===== src/hdl/xbus_pkg.sv =====
// Bus address map, disk command codes, IDE register selects and arbiter state type
package xbus_pkg;

   // One-hot arbiter state
   typedef enum logic [3:0] {
      bus_idle  = 4'b0001,
      bus_req   = 4'b0010,
      bus_wait  = 4'b0100,
      bus_slave = 4'b1000
   } bus_state_t;

   // 22-bit word address map, octal as in the processor documentation
   localparam logic [21:0] XBUS_LO      = 22'o17000000;  // DRAM lives below this
   localparam logic [21:0] UNIBUS_LO    = 22'o17400000;
   localparam logic [21:0] DISK_BASE    = 22'o17377770;  // 4 registers
   localparam logic [21:0] IO_BASE      = 22'o17772000;  // 2 registers
   localparam logic [21:0] MODE_REG     = 22'o17766012;
   localparam logic [21:0] INT_STAT_REG = 22'o17766040;

   // Command field of disk register 0
   localparam logic [1:0] DISK_CMD_READ  = 2'd1;  // IDE to DRAM
   localparam logic [1:0] DISK_CMD_WRITE = 2'd2;  // DRAM to IDE

   // IDE register selects on ide_da
   localparam logic [2:0] IDE_REG_DATA = 3'd0;
   localparam logic [2:0] IDE_REG_LBA  = 3'd3;

   localparam int IDE_WORDS_PER_BLOCK = 256;  // 16-bit words

endpackage


===== src/hdl/xbus_io.sv =====
// I/O board slave with tick counter, interrupt enable and pending flag
`timescale 1ns/10ps

module xbus_io
   import xbus_pkg::*;
#(
   parameter int TICK_CYCLES = 64  // At least 2
)
(
   input  logic        mclk,
   input  logic        reset,
   input  logic [21:0] addr,
   input  logic [31:0] datain,
   output logic [31:0] dataout,
   input  logic        req,
   input  logic        write,
   output logic        ack,
   output logic        decode,
   output logic        interrupt
);

   localparam int TW = $clog2(TICK_CYCLES);

   logic [TW-1:0] tick_div;
   logic [15:0]   tick_count;  // Ticks since reset
   logic          tick;
   logic          pending;
   logic          enable;
   logic          acked;
   logic          access;

   assign decode    = addr[21:1] == IO_BASE[21:1];
   assign access    = req && decode && !acked;
   assign tick      = tick_div == TW'(TICK_CYCLES - 1);
   assign interrupt = pending && enable;

   // Offset 0 enable, offset 1 tick count and pending
   assign dataout = addr[0] ? {tick_count, 15'd0, pending} : {31'd0, enable};

   always_ff @(posedge mclk)
   begin
      if (reset)
      begin
         tick_div   <= '0;
         tick_count <= '0;
         pending    <= 1'b0;
         enable     <= 1'b0;
         ack        <= 1'b0;
         acked      <= 1'b0;
      end
      else
      begin
         ack      <= access;
         acked    <= req && decode;
         tick_div <= tick ? '0 : tick_div + 1'b1;

         if (tick)
            tick_count <= tick_count + 1'b1;

         if (tick)
            pending <= 1'b1;     // A new tick beats a clear in the same cycle
         else if (access && write && addr[0])
            pending <= 1'b0;

         if (access && write && !addr[0])
            enable <= datain[0];
      end
   end

endmodule


===== config.mk =====
export PLATFORM = sky130hd
export DESIGN_NAME = xbus_io
export DESIGN_NICKNAME = d
export VERILOG_FILES = /design/src/hdl/xbus_pkg.sv /design/src/hdl/xbus_io.sv
export SDC_FILE = /design/constraint.sdc
export NUM_CORES = 1
export LEC_CHECK = 0
export ABC_AREA = 1
export BUFFER_PORTS_ARGS = -buffer_cell sky130_fd_sc_hd__clkbuf_2
export CAP_MARGIN = 40
export CORE_MARGIN = 3
export CORE_UTILIZATION = 30
export CTS_CLUSTER_DIAMETER = 30
export DETAILED_ROUTE_END_ITERATION = 6
export SETUP_SLACK_MARGIN = 0.3
export SLEW_MARGIN = 20
export SYNTH_ARGS = -nofsm -noshare
export SYNTH_HDL_FRONTEND = slang
export SYNTH_SLANG_ARGS = --single-unit

===== constraint.sdc =====
create_clock -name mclk -period 1.8 [get_ports mclk]
set_input_delay 0.27 -clock mclk [delete_from_list [all_inputs] [get_ports mclk]]
set_output_delay 0.27 -clock mclk [all_outputs]
set_load 0.05 [all_outputs]

# After elaboration in Yosys (flattened, before gate mapping)
# Cells that the tools add are included.
# W data, S select, Z words.
dict set report classes {
  add_sub_neg 2
  n_eq_ne 2
  muxes 3
  n_reduce_logical 10
}
# op n
set ops {}
lappend ops {{$mux W32} 1}
lappend ops {{$eq A21 B21 Y1 const B} 1}
lappend ops {{$add A16 B1 Y16 const B} 1}
lappend ops {{$add A6 B1 Y6 const B} 1}
lappend ops {{$eq A6 B6 Y1 const B} 1}
lappend ops {{$logic_and A1 B1 Y1} 6}
lappend ops {{$logic_not A1 Y1} 2}
lappend ops {{$mux W1} 2}
lappend ops {{$reduce_bool A2 Y1} 1}
lappend ops {{$reduce_or A2 Y1} 1}
dict set report totals {
  register_bits 26
  input_bits 58
  out_inout_bits 35
  word_cells 23
}

# Longest topological paths before layout
# Gate-level depths: netlist of run 1.
dict set report depth {
  word_depth 7
  depth_mapped 10
  depth_no_buf 10
}

# Least setup slack after synthesis of run 1
# OpenSTA, ideal clock, no wires.
dict set report synth_path {
  path_type {input to register}
  startpoint {input addr[6]}
  endpoint {register ack}
  setup_ps 82
  arrival_ps 2083
  required_time_ps 1718
  path_slack_ps -365
  path_stages 6
  cell_sequence {nor2_1 > nand2_1 > nor2_1 > nor3b_1 > nand2_1 > nor3_1}
}
dict set report synth_via {
  elab_chain_len 3
}
# element line
set synth_rtl {}
lappend synth_rtl {{start, declared} xbus_io.sv:12} ;# input logic [21:0] addr,
lappend synth_rtl {{$eq A21 B21 Y1} xbus_io.sv:32} ;# assign decode = addr[21:1] == IO_BASE[21:1];
lappend synth_rtl {{net decode} xbus_io.sv:18} ;# output logic decode,
lappend synth_rtl {{$logic_and A1 B1 Y1 (2 in a row)} xbus_io.sv:33} ;# assign access = req && decode && !acked;
lappend synth_rtl {{end signal, assigned} xbus_io.sv:53} ;# ack <= access;
lappend synth_rtl {{end, declared} xbus_io.sv:17} ;# output logic ack,
# The timed path passes the listed nets, and every way through them passes these cells.
# A chain may end at the register's enable or synchronous reset.

# Worst setup path after layout of run 1
dict set report layout_path {
  startpoint {register tick_div[1]}
  endpoint {register tick_count[9]}
}
dict set report layout_via {
  elab_chain_len 1
}
# element line
set layout_rtl {}
lappend layout_rtl {{start, declared} xbus_io.sv:24} ;# logic [TW-1:0] tick_div;
lappend layout_rtl {{start signal, assigned} xbus_io.sv:55} ;# tick_div <= tick ? '0 : tick_div + 1'b1;
lappend layout_rtl {{$eq A6 B6 Y1} xbus_io.sv:34} ;# assign tick = tick_div == TW'(TICK_CYCLES - 1);
lappend layout_rtl {{end signal, assigned} xbus_io.sv:58} ;# tick_count <= tick_count + 1'b1;
lappend layout_rtl {{end, declared} xbus_io.sv:25} ;# logic [15:0] tick_count;
# Every way passes these cells.

==> results.md, run 1 <==
* Largest net degree at the start of global routing at 21
* Worst Path Required at 1.97 ns
* PnR Total Power at 1.13 mW
* Clk pwr share at 0.340
* Max-Cap Viols at 0
* Internal power at 0.816 mW
* Antenna fix cells at 0
* Hold WS at 0.268 ns
* Warnings from Yosys at 0
* Initial core utilization at 0.319
* Worst setup EP type: flip-flop
* Cells along the critical path: ha_4, nand2_4, nor2_4, nand2_8, nor2_8, nand3_4, buf_4, xor2_1, nor2_1
* CP arrival at 1.71 ns
* CP peak stage delay at 0.36 ns
* Die width at 80.8 um
* Core Rows at 26
* Seq/Total Area, Yosys at 0.310
* Vias in the first global route at 1390
* Crit-path leading delay family: simple AND/OR/NAND/NOR gates
* Highest routed metal layer: met4
* Synthesized area at 0.00168 mm2
* Switching power at 0.311 mW
* Fin util at 0.408
* Switching Fraction at 0.276
* Wire length on met1 at 1750 um
* Syn avg cell area at 6.49 um2
* Routed wl met2 at 1820 um
* Layout cells sized above 1 at 0.282
* GRT overflow at 0
* Clock root cell: clkbuf_8
* Crit path max fanout at 5
* # port buffers at 46
* RSZ-0062 raised after global routing: true
* Synth Flop Type: dfxtp_1
* Final WL at 3780 um
* Worst Path Buf+Inv at 1
* Vias post-DR at 1631
* Met3 WL at 168 um
* EDFF count, synth at 0
* Ys async rst share at 0
* Number of synthesized register bits at 26
* Mapped Cells at 259
* Final HPWL DP at 2880 um
* Cell variety after synth at 33
* Worst setup path class: reg -> reg
* Slowest cell on crit path: dfxtp_2
* GRT Overall Usage at 0.120
* Hold Vio Cnt, Final at 0
* IR drop worst, VDD at 0.000352 V
* Area Growth Syn to Fin at 27.9%
* TritonRoute pass-1 iters at 4
* Setup TNS at 0 ns
* Part of the power in combinational logic at 0.140
* Leak at 1.18 nW
* Setup Skew at 0.00155 ns
* Tcrit/Tclk final at 0.855
* CTS tree: built
* CP startpoint kind: flip-flop
* Hold/Removal Path Class: in -> reg
* Clk pin slew, worst setup/hold paths at 0.09 ns
* Gpl congestion at 0.795
* Clock sink total at 26
* F_max at 650 MHz
* Setup violations, final at 0
* H-tree depth at 1
* DR iter-0 viols at 57
* I/O pins at 93
* Final Critical Period at 1.54 ns
* Initial antenna violation count at 0
* Clock buffer depth at 2
* Pwr Density at 524 mW/mm2
* Antenna Nets Post-Route at 0
* Status: complete, no violations
* # DRC at 0
* Final nets at 377
* Area of the core at 0.00527 mm2
* Clk_lat worst skew at 0.27 ns
* Vias per Instance at 4.23
* Die height at 80.8 um
* Sequential Power Share at 0.520
* Fin. max-slew vios at 0
* Per-cell routed wire length at 9.79 um
* Global-route wire length before repair at 6150 um
* Num CTS Buffers at 3
* Die area at 0.00654 mm2
Yosys cell counts, drive strengths merged (2+ instances only):
master	instances	area, um2
nor3b	3	38.8
nor3	11	81.3
nor2	44	204
buf	16	118
a21oi	12	60.1
nand4	6	37.5
ha	2	25.0
nand2	62	245
clkbuf	4	15.0
o21ai	7	35.0
nand3	13	82.6
dfxtp	26	521
inv	47	176
flip-flops by register name, indices dropped and copies added, names as in the netlist:
register,count
pending,1
acked,1
tick_div,6
enable,1
ack,1
tick_count,16
per-layer routing:
metal  vias to the layer above  track usage
met3                         5       0.0288
met5                         -            0
met1                       716        0.147
met2                        31        0.207
met4                         0       0.0355
li1                        879            -
what timing repair did:
action / 4_1_cts / 5_1_grt
gates resized for setup: 5 / 11
hold buffers: 0 / 0
pin swaps: 1 / 5
setup buffers: 3 / 9
setup endpoints to repair: 8 / 11
hold endpoints to repair: 0 / 0
tightest hold or removal path, delay by kind of cell:
kind                   cells  cell delay (ns)
AND/OR/NAND/NOR            2             0.13
buffers and inverters      1             0.11
power groups by stage:
stage | registers, mW | clock network (mW) | logic [mW]
5_1_grt | 0.587 | 0.428 | 0.175
3_5_place_dp | 0.597 | 0 | 0.151
3_3_place_gp | 0.597 | 0 | 0.150
6_report | 0.586 | 0.383 | 0.157
2_1_floorplan | 0.597 | 0 | 0.135
4_1_cts | 0.584 | 0.395 | 0.152
layout make-up:
cell class	instances	area, um2
multi-input combinational	180	960
sequential	26	528
timing repair buffer	59	343
clock buffer	4	55.1
inverter	47	176
fill	589	3120
tap	70	87.6
final timing paths:
kind	start	endpoint	slack (ns)	cells after the start
min	req	acked	0.27	3
min reg2reg	acked	ack	0.43	1
max reg2reg	tick_div[1]	tick_count[9]	0.26	9
max	tick_div[1]	tick_count[9]	0.26	9
placed cells by master, fill, tap and decap left out, drive strengths merged, types with 2 or more instances in the layout:
| cell type | instances |
|---|---|
| buf | 14 |
| clkbuf | 49 |
| nand4 | 6 |
| conb | 15 |
| nand2 | 62 |
| dfxtp | 26 |
| nor2 | 44 |
| a21oi | 12 |
| ha | 2 |
| o21ai | 7 |
| inv | 47 |
| nor3 | 11 |
| nand3 | 13 |
| nor3b | 3 |
metrics by stage:
step	worst slack, ns	cell area (um2)	instances
floorplan	0.325	1740	273
global placement	0.246	1940	370
detailed placement	0.237	1940	370
CTS	0.298	2030	377
global route	0.190	2150	386
finish	0.261	2150	386
logic make-up after synthesis:
family,after synthesis,share of synthesized area
XOR/XNOR,1,0.00521
AO/OA/AOI/OAI,23,0.0737
AND/OR/NAND/NOR,139,0.410
adder cells (fa/ha/maj),2,0.0149
flip-flops,26,0.310
buffers and inverters,67,0.184
other,1,0.00223
Note: power is estimated with default switching activity, not from simulation.
==> run 2: changes to the inputs <==
- CORE_UTILIZATION: 30 -> 31
==> results.md, run 2 (synthesis results as in run 1) <==
* Die area at 0.00634 mm2
* TritonRoute pass-1 iters at 4
* Leak at 1.17 nW
* IR drop worst, VDD at 0.000263 V
* Status: complete, no violations
* Most frequent cells in the layout: nand2_1, inv_1, clkbuf_2, nor2_1, dfxtp_1
* F_max at 659 MHz
* Initial core utilization at 0.325
* CP peak stage delay at 0.36 ns
* Hold depth at 3
* Switching power at 0.302 mW
* Die height at 79.6 um
* Num CTS Buffers at 3
* Layout Cells excl Fill at 383
* Origin of the critical flop-to-flop path: tick_div[1]
* GRT Overall Usage at 0.121
* Setup slack after layout at 0.282 ns
* Reg2Reg Depth at 10
* Hold/Removal Path Class: in -> reg
* Hold Vio Cnt, Final at 0
* Grt peak-use layer: met2
* Gpl congestion at 0.787
* Area of the core at 0.00517 mm2
* Worst setup EP type: flip-flop
* Hold WS at 0.273 ns
* RSZ-0062 raised after global routing: true
* PnR Total Power at 1.07 mW
* Crit path max fanout at 5
* Final HPWL DP at 2940 um
* Tcrit/Tclk final at 0.844
* Vias post-DR at 1620
* Flop2flop setup slack at 0.28 ns
* DR iter-0 viols at 47
* Largest Register: tick_count
* Met2 Track Usage GR at 0.210
* Final Critical Period at 1.52 ns
* Clk pin slew, worst setup/hold paths at 0.09 ns
* Met1 Resource Use GR at 0.156
* Area Growth Syn to Fin at 27.1%
* Setup violations, final at 0
* Clk_lat worst skew at 0.27 ns
* Hold Path End: acked
* Most used cell, CP: nor2_4
* Final nets at 375
* Setup Skew at 0.00276 ns
* Worst setup path class: reg -> reg
* Clock root cell: clkbuf_8
* I/O pins at 93
* CP arrival at 1.69 ns
* Slowest cell on crit path: dfxtp_2
* Hold Crit Start: req
* Max reg flops at 16
* Pwr Density at 501 mW/mm2
* Top flop regs: tick_count x16, tick_div x6
* Sequential Power Share at 0.547
* Dpl cells at 370
* Largest net degree at the start of global routing at 21
* Initial antenna violation count at 0
* Vias per Instance at 4.23
* Layout cells sized above 1 at 0.284
* Fill cells at 573
* Core Rows at 26
* Clk pwr share at 0.308
* Fin. max-slew vios at 0
* # DRC at 0
* Per-cell routed wire length at 9.80 um
* Part of the power in combinational logic at 0.145
* Max-Cap Viols at 0
* Die width at 79.6 um
* Worst r2r dst: tick_count[15]
* H-tree depth at 1
* Vias in the first global route at 1468
* Commonest non-fill, non-tap cell in the layout: nand2_1
* # port buffers at 46
* CP startpoint kind: flip-flop
* Setup TNS at 0 ns
* Cells along the critical path: ha_4, nand2_4, nor2_4, nand2_8, nor2_8, nand3_4, nor2_4, nand3_2, nand2_1, nor2_1
* Grt met3 use at 0.0237
* GRT overflow at 0
* Antenna fix cells at 0
* Final WL at 3750 um
* Worst Path Required at 1.97 ns
* Clock sink total at 26
* Clock buffer depth at 2
* CTS tree: built
* Placement Setup Slack at 0.224 ns
* Antenna Nets Post-Route at 0
* Switching Fraction at 0.283
* Internal power at 0.768 mW
* Global-route wire length before repair at 6270 um
## run 2: worst max path at each step
stage | startpoint | endpoint | slack, ns | cells past startpoint
final | tick_div[1] | tick_count[15] | 0.28 | 10
after global routing | tick_div[0] | tick_count[15] | 0.17 | 10
after CTS | tick_div[0] | tick_count[15] | 0.29 | 10
after detailed placement | tick_div[0] | tick_count[15] | 0.22 | 10
after global placement | tick_div[0] | tick_count[15] | 0.24 | 10
after floorplan | addr[0] | dataout[21] | 0.33 | 4
## run 2: critical path, delay by kind of cell (launching register included)
family / cells / cell delay, ns
flops: 1 / 0.36
simple gates: 9 / 0.91
fa+ha+maj: 1 / 0.15
## run 2: through the flow
step / utilization / area, um2
floorplan: - / 1740
global placement: 0.374 / 1940
detailed placement: 0.374 / 1940
CTS: 0.391 / 2020
global route: 0.413 / 2140
finish: 0.413 / 2140
## run 2: repair_timing
item,in CTS,in global routing
gates resized for setup,4,16
pin swaps,1,5
setup endpoints to repair,7,12
buffers inserted,4,6
hold buffers,0,0
hold endpoints to repair,0,0
## run 2: layer usage
| layer | part of all wire | wire, um |
|---|---|---|
| met1 | 0.46 | 1740 |
| met2 | 0.48 | 1810 |
| met3 | 0.048 | 181 |
| met4 | 0.0072 | 27 |
| met5 | 0 | 0 |
## run 2: cell type report
class / instances / area, um2 / area share
Inverter: 47 / 176 / 0.0826
Clock buffer: 3 / 41.3 / 0.0193
Tap cell: 70 / 87.6 / 0.0410
Multi-Input combinational cell: 180 / 968 / 0.453
Sequential cell: 26 / 531 / 0.248
Timing Repair Buffer: 57 / 332 / 0.155
## run 2: power groups by stage
| stage | logic, mW | clock network, mW | registers (mW) |
|---|---|---|---|
| final | 0.155 | 0.330 | 0.585 |
| after global routing | 0.172 | 0.365 | 0.586 |
| after CTS | 0.152 | 0.347 | 0.584 |
| after detailed placement | 0.152 | 0 | 0.598 |
| after global placement | 0.150 | 0 | 0.597 |
| after floorplan | 0.135 | 0 | 0.597 |
