## src/hdl/xbus_pkg.sv

```systemverilog
// Bus address map, disk command codes, IDE register selects and arbiter state type
package xbus_pkg;

   // One-hot arbiter state
   typedef enum logic [3:0] {
      bus_idle  = 4'b0001,
      bus_req   = 4'b0010,
      bus_wait  = 4'b0100,
      bus_slave = 4'b1000
   } bus_state_t;

   // 22-bit word address map, octal as in the processor documentation
   localparam logic [21:0] XBUS_LO      = 22'o17000000;  // DRAM lives below this
   localparam logic [21:0] UNIBUS_LO    = 22'o17400000;
   localparam logic [21:0] DISK_BASE    = 22'o17377770;  // 4 registers
   localparam logic [21:0] IO_BASE      = 22'o17772000;  // 2 registers
   localparam logic [21:0] MODE_REG     = 22'o17766012;
   localparam logic [21:0] INT_STAT_REG = 22'o17766040;

   // Command field of disk register 0
   localparam logic [1:0] DISK_CMD_READ  = 2'd1;  // IDE to DRAM
   localparam logic [1:0] DISK_CMD_WRITE = 2'd2;  // DRAM to IDE

   // IDE register selects on ide_da
   localparam logic [2:0] IDE_REG_DATA = 3'd0;
   localparam logic [2:0] IDE_REG_LBA  = 3'd3;

   localparam int IDE_WORDS_PER_BLOCK = 256;  // 16-bit words

endpackage

```

## src/hdl/xbus_unibus.sv

```systemverilog
// Unibus register block with mode register and interrupt status register
`timescale 1ns/10ps

module xbus_unibus
   import xbus_pkg::*;
(
   input  logic        mclk,
   input  logic        reset,
   input  logic [21:0] addr,
   input  logic [31:0] datain,
   output logic [31:0] dataout,
   input  logic        req,
   input  logic        write,
   output logic        ack,
   output logic        decode,
   output logic        interrupt,
   output logic        promdisable
);

   logic [15:0] mode_reg;
   logic        sw_req;       // Software interrupt request, status bit 0
   logic        int_enable;   // Status bit 1
   logic        acked;
   logic        access;

   // Unibus window stops where the I/O board starts
   assign decode      = addr >= UNIBUS_LO && addr < IO_BASE;
   assign access      = req && decode && !acked;
   assign promdisable = mode_reg[0];
   assign interrupt   = sw_req;

   assign dataout = (addr == MODE_REG)     ? {16'd0, mode_reg} :
                    (addr == INT_STAT_REG) ? {30'd0, int_enable, sw_req} :
                    32'd0;

   always_ff @(posedge mclk)
   begin
      if (reset)
      begin
         mode_reg   <= '0;
         sw_req     <= 1'b0;
         int_enable <= 1'b0;
         ack        <= 1'b0;
         acked      <= 1'b0;
      end
      else
      begin
         ack   <= access;        // Any decoded address is answered
         acked <= req && decode;
         if (access && write && addr == MODE_REG)
            mode_reg <= datain[15:0];
         if (access && write && addr == INT_STAT_REG)
         begin
            sw_req     <= datain[0];
            int_enable <= datain[1];
         end
      end
   end

endmodule

```

## config.mk

```make
export PLATFORM = sky130hd
export DESIGN_NAME = xbus_unibus
export DESIGN_NICKNAME = d
export VERILOG_FILES = /design/src/hdl/xbus_pkg.sv /design/src/hdl/xbus_unibus.sv
export SDC_FILE = /design/constraint.sdc
export NUM_CORES = 1
export LEC_CHECK = 0
export ABC_AREA = 1
export BUFFER_PORTS_ARGS = -buffer_cell sky130_fd_sc_hd__buf_4
export CORE_UTILIZATION = 45
export DETAILED_ROUTE_END_ITERATION = 6
export PLACE_DENSITY = 0.85
export SLEW_MARGIN = 20
export SYNTH_ARGS = -nofsm -noshare
export SYNTH_HDL_FRONTEND = slang
export SYNTH_SLANG_ARGS = --single-unit
```

## constraint.sdc

```tcl
create_clock -name mclk -period 2.4 [get_ports mclk]
set_input_delay 0.12 -clock mclk [delete_from_list [all_inputs] [get_ports mclk]]
set_output_delay 0.12 -clock mclk [all_outputs]
set_load 0.005 [all_outputs]
```

### After elaboration in Yosys (flattened, before gate mapping)

Index checks and enable logic that the tools add are counted.

* flip-flop bits (word level): 20
* input port bits: 58
* output and inout bits: 36

* order comparisons: 2
* equal/unequal tests: 2
* muxes and demuxes: 2
* reductions and logical operators: 7

Operator list (number)
* $eq 22x22->1 const B: 2
* $ge 22x22->1 const B: 1
* $lt 22x22->1 const B: 1
* $mux 16: 1
* $logic_and 1x1->1: 6
* $mux 2: 1
* $logic_not 1->1: 1

### Logic depth before layout (Yosys ltp)

Gate-level depths: netlist of run 1.

* depth after elaboration: 6
* gate-level depth with buffers: 10

### Worst setup path before layout of run 1

OpenSTA, ideal clock, no wires.

* kind: reg2reg
* start point: register acked
* end point: register mode_reg[0]
* setup time: 113 ps
* data arrival time: 1011 ps
* data required time: 2287 ps
* slack: 1276 ps
* cell stages (with the launch flop): 8
* path buffers: 1
* clock period less this slack: 1124 ps
* path through: dfxtp_1 > nor2_1 > inv_1 > nor2_4 > buf_4 > nand3_1 > nand2_1 > nor2_1

* longest elaborated chain between the ends: 4

RTL lines
* start: declaration: RTL line xbus_unibus.sv:23 `logic acked;`
* start signal: assignment: RTL line xbus_unibus.sv:49 `acked <= req && decode;`
* $logic_not 1->1: RTL line xbus_unibus.sv:28 `assign access = req && decode && !acked;`
* $logic_and 1x1->1: RTL line xbus_unibus.sv:28
* $logic_and 1x1->1 (2 in a row): RTL line xbus_unibus.sv:50 `if (access && write && addr == MODE_REG)`
* end signal: assignment: RTL line xbus_unibus.sv:51 `mode_reg <= datain[15:0];`
* end: declaration: RTL line xbus_unibus.sv:20 `logic [15:0] mode_reg;`

Every way passes these cells.
A chain may end at the register's enable or synchronous reset.

### Worst setup path after layout of run 1

* start point: input port addr[7]
* end point: output port dataout[9]

* longest elaborated chain between the ends: 2

RTL lines
* start: declaration: RTL line xbus_unibus.sv:9 `input logic [21:0] addr,`
* $eq 22x22->1: RTL line xbus_unibus.sv:32 `assign dataout = (addr == MODE_REG) ? {16'd0, mode_reg} :`
* $mux 16: RTL line xbus_unibus.sv:32
* end: declaration: RTL line xbus_unibus.sv:11 `output logic [31:0] dataout,`

Every way passes these cells.

==> summary.md, run 1 <==
Internal power comes to 482 uW. The logs give 0 for the number of nets with antenna violations after routing and 0 for the buffer count from post-CTS setup fixing. The average wire per cell in the routed design works out to 8.41 um. The detailed-route via count was 1459.

The detailed-router iteration count before antenna repair came out at 6. The critical path is of the in -> out type. The hold path startpoint is datain[11]. The die footprint was 3420 sq um; the required time of the critical path was 2280 ps. Power spread over the standard cell area amounts to 337 nW/um^2. The logs give 0 for the final hold violation count and 47.4% for the effective utilization at floorplan. Summing the sequential cell areas from Yosys gives 27.9% of the chip area.

The data arrival time of the critical path is 1400 ps, and the leakage dissipation is 0.983 nW. For this design the total switching power over the nets is 153 uW. The share of total power dissipated in the clock network is 30.6%. The run gives 0 as the number of antenna violations at the first check in global routing. The worst-case reg-to-reg path depth is 6, and the relative contribution of combinational cells to total power is 17.1%.

In this design, the stage delay of the slowest critical-path cell is 320 ps. Detailed-route vias per instance: 4.22. Buffers placed on the I/O ports in this run total 61. In this run the worst path has a maximum fanout of 14.

Of the total power, the share spent switching nets is 24.0%. For the peak ir drop on the vdd network, the log shows 0.000289 V. The flip-flop cell with the highest count after synthesis is sky130_fd_sc_hd__dfxtp_1. The area growth from synthesis to layout is 31.3%.

For the post-cts gate resize count, the log shows 0. Buffers plus inverters on the worst setup path: 2. After routing the design area is 1880 sq um.

The routed design could run at a clock period as short as 1520 ps. The worst register-to-register path begins at acked. The type of the tightest min-delay check is in -> reg.

For hold timing, the worst endpoint is mode_reg[11]. In this run, the number of DRC markers left after iteration 0 of detailed routing was 51. Max-capacitance violation count: 0. In the synthesized netlist the async set-or-reset flop fraction comes to 0%. The die is 58.5 um tall. The fraction of layout instances using a drive strength above 1 came out at 25.8%. The count of final setup violators is 0, and the number of pins exceeding their max-slew limit in the final report is 0.

The tools report the highest clock rate as 0.657 GHz. For the final routed database, the setup TNS stands at 0 ps. The number of enable flip-flop cells after synthesis was 0; the number of diodes added for antenna fixing was 0.

Along the worst hold path, the cell count comes to 5. The mean instance size in the synthesized netlist was 5.93 sq um; the top-level I/O count was 94. Summed over all nets, the half-perimeter wirelength after detailed placement is 2300 um.

The run finished with clean final reports. Registers are responsible for 52.3% of the overall power. The final wirelength is 2910 um, and the number of sinks on the clock net is 20. During synthesis, Yosys emitted a total of 0 warnings. Measured against its own limit, the worst slew margin works out to 57.8%. Aggregate global-route resource usage: 18.2%.

Counting the buffers created by CTS gives 3. The clock passes through at most 2 buffers. At the later pin of the worst-skew pair, clock insertion delay measures 300 ps. The slew of the pin with the lowest slew margin works out to 632 ps. The register with the most flip-flops in the layout has 16 of them. After filler insertion, the fill cell instance count of the layout stands at 305.

After clock tree synthesis, the clock-pin slew on the worst setup and hold paths is 120 ps. The maximum level of the CTS H-tree was 1. The slowest library cell on the worst path is sky130_fd_sc_hd__nand3_2. On the critical path the largest part of the delay comes from simple AND/OR/NAND/NOR gates. After layout, the worst path uses 63.4% of the clock period.

The via count of the first global-routing pass was 1196; the row count was 20. The logs give 1440 sq um for the synthesized cell area and 4860 um for the first-pass GRT wire length. Counting every instance in the synthesized netlist gives 242.

For this run, design rule violations remaining after detail routing come to 0. The weighted congestion at the end of routability-driven global placement was 0.808; the total global routing overflow was 0. The worst setup path is launched from an input pin. The tools report the CTS root buffer as sky130_fd_sc_hd__clkbuf_4. The placed instances occupy a cell area of 1840 sq um.

STA classifies the critical path endpoint as an output pin. After synthesis the netlist holds a flip-flop and latch count of 20. The critical path goes through buf_4 > nor2_1 > nand4_1 > nor3_2 > nand3_2 > nor2_1 > buf_4. Setup repair after global routing left no endpoint under its margin. The end of the worst register-to-register path is mode_reg[4]. Measured along the x axis, the die boundary spans 58.5 um. The core region is 3030 sq um. Entering global routing, the biggest net connects 19 pins. In this run the register-to-register setup slack is 1090 ps.

The number of nets in the final layout was 361; the post-route clock skew was 9.06 ps. TritonCTS built the clock tree. In this run, distinct cell masters in the synthesized netlist total 18.
==> tightest hold or removal path: cells and delay by family <==
kind | cells | cell delay [ps]
simple gates | 3 | 160
buf+inv | 2 | 100
==> layer usage <==
metal  GRT usage, %  vias up  wire [um]
li1               -      800          -
met1           21.9      607       1270
met2           32.8       48       1450
met3           4.62        4        159
met4           3.74        0         33
met5              0        -          0
==> placed cells by master (no fill, tap or decap), types with 2 or more instances in the layout <==
master                     netlist  final
sky130_fd_sc_hd__nor3_1          3      3
sky130_fd_sc_hd__dfxtp_1        20     20
sky130_fd_sc_hd__inv_1          52     52
sky130_fd_sc_hd__conb_1          1     16
sky130_fd_sc_hd__nand2_1        39     39
sky130_fd_sc_hd__clkbuf_4        0      3
sky130_fd_sc_hd__buf_4          17     61
sky130_fd_sc_hd__nor2_1         64     64
sky130_fd_sc_hd__nor2_4          2      2
sky130_fd_sc_hd__nand3_2         4      4
sky130_fd_sc_hd__nand3_1        22     22
sky130_fd_sc_hd__nand4_1         6      6
sky130_fd_sc_hd__nor2_2          4      4
==> power by group through the flow <==
stage	logic (mW)	clock network (mW)	registers (mW)
4_1_cts	0.108	0.199	0.332
3_5_place_dp	0.107	0	0.340
5_1_grt	0.124	0.209	0.332
2_1_floorplan	0.0637	0	0.340
3_3_place_gp	0.104	0	0.340
6_report	0.109	0.194	0.332
==> logic make-up (layout without fill, tap and decap cells) <==
family	count (synthesis)	after routing	synth area share (%)
flip-flops	20	20	27.9
buffers and inverters	74	119	25.5
AND/OR/NAND/NOR	147	147	46.4
other	1	16	0.261
==> how the worst max path moves through the flow <==
stage | start | endpoint | slack, ps | depth (start not counted)
finish | addr[7] | dataout[9] | 880 | 7
global route | addr[7] | dataout[7] | 740 | 7
CTS | addr[7] | dataout[9] | 860 | 7
detailed placement | addr[0] | mode_reg[5] | 830 | 9
global placement | addr[0] | mode_reg[4] | 860 | 9
floorplan | acked | mode_reg[0] | 1280 | 7
==> metrics by stage <==
| stage | std cells | setup slack [ps] | hold WS, ps | total power [mW] | util (%) |
|---|---|---|---|---|---|
| final | 346 | 879 | 120 | 0.635 | 62.2 |
| after global routing | 346 | 740 | 118 | 0.665 | 62.2 |
| after CTS | 346 | 860 | 114 | 0.639 | 62.2 |
| after detailed placement | 341 | 834 | 308 | 0.446 | 60.7 |
| after global placement | 341 | 858 | 300 | 0.444 | 60.7 |
| after floorplan | 257 | 1280 | 192 | 0.403 | - |
==> cells in the mapped netlist (2+ instances only) <==
library cell	count	area (sq um)
sky130_fd_sc_hd__nor2_1	64	240
sky130_fd_sc_hd__inv_1	52	195
sky130_fd_sc_hd__nand2_1	39	146
sky130_fd_sc_hd__nand3_1	22	110
sky130_fd_sc_hd__dfxtp_1	20	400
sky130_fd_sc_hd__buf_4	17	128
sky130_fd_sc_hd__nand4_1	6	37.5
sky130_fd_sc_hd__nand3_2	4	40.0
sky130_fd_sc_hd__nor2_2	4	25.0
sky130_fd_sc_hd__buf_6	3	33.8
sky130_fd_sc_hd__nor3_1	3	15.0
sky130_fd_sc_hd__nor2_4	2	22.5
==> layout make-up <==
class / instances / area, sq um / area share [%]
multi-input combinational: 163 / 726 / 38.5
timing repair buffer: 62 / 468 / 24.8
sequential: 20 / 400 / 21.2
inverter: 53 / 199 / 10.6
tap: 44 / 55.1 / 2.92
clock buffer: 4 / 36.3 / 1.93
==> what timing repair did <==
action,in CTS,in global routing
hold buffers,1,0
hold endpoints to repair,2,0
setup endpoints to repair,0,0
No activity file was read; power rests on OpenSTA's default activity.
==> run 2, diff against run 1 <==
--- a/config.mk
+++ b/config.mk
@@ -5,11 +5,11 @@
 export SDC_FILE = /design/constraint.sdc
 export NUM_CORES = 1
 export LEC_CHECK = 0
-export ABC_AREA = 1
+export ABC_AREA = 0
 export BUFFER_PORTS_ARGS = -buffer_cell sky130_fd_sc_hd__buf_4
-export CORE_UTILIZATION = 45
+export CORE_UTILIZATION = 40
 export DETAILED_ROUTE_END_ITERATION = 6
-export PLACE_DENSITY = 0.85
+export PLACE_DENSITY = 0.8
 export SLEW_MARGIN = 20
 export SYNTH_ARGS = -nofsm -noshare
 export SYNTH_HDL_FRONTEND = slang
==> constraint.sdc (replaced) <==
create_clock -name mclk -period 1.4 [get_ports mclk]
set_input_delay 0.07 -clock mclk [delete_from_list [all_inputs] [get_ports mclk]]
set_output_delay 0.07 -clock mclk [all_outputs]
set_load 0.005 [all_outputs]
==> run 2 against run 1 <==
  * The run now ends with DRC left
  * Utilization barely moved
  * Via count down 26%
  * Count of clock-buffer cells in the layout is 1 lower
  * Wire length decreased by 3.8%
  * Final cell count fell by 33%
  * Non-clock buffer count rose by 6
  * Synthesized cell count is 44% lower
  * Register-to-register slack worse by 950 ps
  * Global-route usage fell by 0.71 points
  * Die area is 2.7% lower
  * First-iteration DRC count is 75% lower
  * Area after synthesis shrank 14%
==> summary.md, run 2 <==
The DRC violation count after routing is 2 (was 0), and the top-level I/O count is 94 (unchanged). Number of antenna violations at the first check in global routing: 0 (unchanged). The run gives 0 (unchanged) as the count of final setup violators. The highest clock rate is 0.727 GHz. The sum of negative setup slack is 0 ps (unchanged), and the number of nets with antenna violations after routing is 0 (unchanged). The logs give 13.7% (was 17.1%) for the relative contribution of combinational cells to total power and 1780 sq um (was 1880 sq um) for the post-layout instance area. The slack of the critical path was 24.4 ps (was 879 ps).

The largest incremental delay on the critical path was 310 ps (was 320 ps). Detailed-route via count: 1083 (was 1459). TritonCTS built the clock tree. Flip-flop cell with the highest count after synthesis: sky130_fd_sc_hd__dfxtp_1 (unchanged). The proportion of synthesized flip-flops having asynchronous set or reset works out to 0% (unchanged). The logs give 0 (unchanged) for the total global routing overflow and 135 (was 242) for the number of instances in the synthesized netlist. The total power was 1.21 mW (was 635 uW); the share of power burned in registers was 47.1% (was 52.3%).

For the CTS buffer count, the log shows 3 (unchanged). For the die footprint, the log shows 3330 sq um (was 3420 sq um). Slowest library cell on the worst path: sky130_fd_sc_hd__nor4_4 (was sky130_fd_sc_hd__nand3_2). CP Cell Sequence: buf_4 > nor4_4 > buf_4 > nand4_1 > nor2_1 > buf_4 > and2_1 > buf_4 (was buf_4 > nor2_1 > nand4_1 > nor3_2 > nand3_2 > nor2_1 > buf_4). The flow ran to the end, but the final reports show violations.

The tools report the startpoint of the lowest-slack register-to-register path as acked (unchanged). The post-synthesis cell type with the largest combined area is sky130_fd_sc_hd__dfxtp_1 (unchanged). Share of the synthesized area in the top cell type: 32.3% (was 27.9%). The area added between synthesis and finish was 43.2% (was 31.3%).

Cell internal power dissipation: 963 uW (was 482 uW). Violation count after the first detailed-routing iteration: 13 (was 51). The power per cell area is 681 nW/um^2 (was 337 nW/um^2). Detailed-route vias per instance: 4.67 (was 4.22).

For the max-capacitance violation count, the log shows 0 (unchanged). The average wire per cell in the routed design works out to 12.1 um (was 8.41 um). Worst-skew pair later-pin latency: 310 ps (was 300 ps).

The clock-pin transition on the worst setup and hold timing paths was 120 ps (about the same). The area of the core was 2850 sq um (was 3030 sq um); the post-synthesis sequential element count was 20 (unchanged). The number of unique standard cell types used by synthesis came out at 24 (was 18).

The minimum clock period after layout was 1380 ps; the weighted congestion at the end of routability-driven global placement was 0.807 (was 0.808). The final reports fail on DRC. CTS root buffer: sky130_fd_sc_hd__clkbuf_4 (unchanged). The logs give 0 (unchanged) for the number of pins exceeding their max-slew limit in the final report and 39.2% (was 30.6%) for the power share of the clock group. The placed cell area is 1700 sq um (was 1840 sq um), and the overall die height is 57.7 um (was 58.5 um). The overall die width was 57.7 um (was 58.5 um). The type of the tightest min-delay check is in -> reg (unchanged). Most used standard cells in the synthesized netlist: sky130_fd_sc_hd__nand2b_1 (34), sky130_fd_sc_hd__dfxtp_1 (20), sky130_fd_sc_hd__mux2i_1 (18), sky130_fd_sc_hd__buf_4 (16), sky130_fd_sc_hd__and2_1 (14) (was sky130_fd_sc_hd__nor2_1 (64), sky130_fd_sc_hd__inv_1 (52), sky130_fd_sc_hd__nand2_1 (39), sky130_fd_sc_hd__nand3_1 (22), sky130_fd_sc_hd__dfxtp_1 (20)). The maximum level of the CTS H-tree is 1 (unchanged), and the mean instance size in the synthesized netlist is 9.18 sq um (was 5.93 sq um).

Hold path startpoint: datain[15] (was datain[11]). Most frequent cells in the layout: sky130_fd_sc_hd__buf_4 (66), sky130_fd_sc_hd__nand2b_1 (34), sky130_fd_sc_hd__dfxtp_1 (20) (was sky130_fd_sc_hd__nor2_1 (64), sky130_fd_sc_hd__buf_4 (61), sky130_fd_sc_hd__inv_1 (52)). The run gives 36 (was 19) as the largest net degree at the start of global routing. The count of fill cells added during filler insertion is 252 (was 305), and the detailed-router iteration count before antenna repair is 7 (was 6).

The capturing element type of the critical path was an output pin (unchanged). The tools report the number of sinks on the clock net as 20 (unchanged). The estimated wirelength of the detail-placed design is 2150 um (was 2300 um). The fraction of layout instances using a drive strength above 1 was 38.3% (was 25.8%); the worst-path maximum fanout was 10 (was 14). The number of warnings reported in the yosys synthesis log is 0 (unchanged). The tools report the first-pass GRT wire length as 4530 um (was 4860 um). The net switching power is 246 uW (was 153 uW), and the number of diodes added for antenna fixing is 0 (unchanged).

The leakage dissipation was 0.815 nW (was 0.983 nW). The post-route clock skew was 10.4 ps (was 9.06 ps). Of the available clock period, the critical path in the final layout requires 98.3%. The aggregate global-route resource usage came out at 17.5% (was 18.2%). The data arrival time of the critical path was 1310 ps (was 1400 ps). The number of enable flip-flop cells after synthesis is 0 (unchanged). The required time of the critical path was 1330 ps (was 2280 ps); the via count of the first global-routing pass was 1068 (was 1196). Cell with the most instances after synthesis: sky130_fd_sc_hd__nand2b_1 (was sky130_fd_sc_hd__nor2_1).

The start-to-end type of the worst setup path is in -> out (unchanged). The commonest non-fill, non-tap cell in the layout was sky130_fd_sc_hd__buf_4 (was sky130_fd_sc_hd__nor2_1). The number of nets in the final layout was 260 (was 361); the effective utilization at floorplan was 43.5% (was 47.4%). Synthesized cell area: 1240 sq um (was 1440 sq um). The tools report the sort of element at the start of the critical path as an input pin (unchanged). Most area-consuming cells after synthesis: sky130_fd_sc_hd__dfxtp_1 (32%), sky130_fd_sc_hd__nand2b_1 (17%), sky130_fd_sc_hd__mux2i_1 (15%) (was sky130_fd_sc_hd__dfxtp_1 (28%), sky130_fd_sc_hd__nor2_1 (17%), sky130_fd_sc_hd__inv_1 (14%)). The row count was 19 (was 20).

The tools report the peak ir drop on the vdd network as 0.000605 V (was 0.000289 V). Deepest clock path buffer count: 2 (unchanged). The final hold violation count came out at 0 (unchanged). The proportion of synthesized chip area in sequential cells is 32.3% (was 27.9%), and the switching portion of total power is 20.3% (was 24.0%).

The worst slack after detailed placement is -92.5 ps (was 834 ps). The most prevalent standard cell on the critical path is sky130_fd_sc_hd__buf_4. Count of buffers from port buffering: 61 (unchanged). For the final wirelength, the log shows 2800 um (was 2910 um). The flip-flop count of the largest register after layout came out at 16 (unchanged). The origin of the worst setup path is addr[4] (was addr[7]).
-- run 2: cells by family after synthesis --
kind of cell,share of synthesized area (%)
AO/OA/AOI/OAI,2.42
buffers and inverters,12.1
flip-flops,32.3
multiplexers,14.5
other,0.302
AND/OR/NAND/NOR,38.3
-- run 2: what timing repair did --
item | in CTS | in global routing
pin swaps | 0 | 2
gates resized for setup | 1 | 1
hold buffers | 0 | 1
buffers inserted | 0 | 1
endpoints found under the setup margin | 1 | 29
endpoints found under the hold margin | 0 | 1
-- run 2: stage by stage --
stage / util (%) / std cells / hold WS (ps)
2_1_floorplan: - / 150 / 154
3_3_place_gp: 59.6 / 226 / 341
3_5_place_dp: 59.6 / 226 / 347
4_1_cts: 61.5 / 230 / 6.66
5_1_grt: 62.2 / 232 / 1.79
6_report: 62.2 / 232 / 15.1
-- run 2: path summary, 6_finish.rpt --
kind / cells after the start / to / slack [ps]
worst min register to register: 1 / ack / 420
worst max register to register: 4 / mode_reg[14] / 140
worst max-delay path: 8 / dataout[9] / 20
worst min-delay path: 3 / mode_reg[15] / 20
-- run 2: per-layer routing --
layer,routed length [um],vias to the layer above,GRT usage [%]
met2,1520,42,33.6
li1,-,556,-
met3,149,6,5.36
met5,0,-,0
met1,1070,479,18.7
met4,62,0,4.08
-- run 2: power groups by stage --
stage / Sequential, mW / Combinational [mW] / Clock (mW)
floorplan: 0.582 / 0.0889 / 0
global route: 0.570 / 0.183 / 0.515
CTS: 0.569 / 0.161 / 0.483
global placement: 0.582 / 0.157 / 0
detailed placement: 0.582 / 0.161 / 0
finish: 0.569 / 0.166 / 0.473
-- run 2: layout make-up --
| cell class | count | area, sq um | area share (%) |
|---|---|---|---|
| well taps | 31 | 38.8 | 2.18 |
| repair buffers | 68 | 526 | 29.6 |
| clock inverters | 1 | 30.0 | 1.69 |
| inverters | 1 | 3.75 | 0.211 |
| multi-input cells | 108 | 754 | 42.5 |
| clock buffers | 3 | 22.5 | 1.27 |
| flip-flops and latches | 20 | 400 | 22.6 |
-- run 2: worst max-delay path: cells and delay by family --
kind / cells / cell delay, ps
simple gates: 4 / 670
buf+inv: 4 / 570
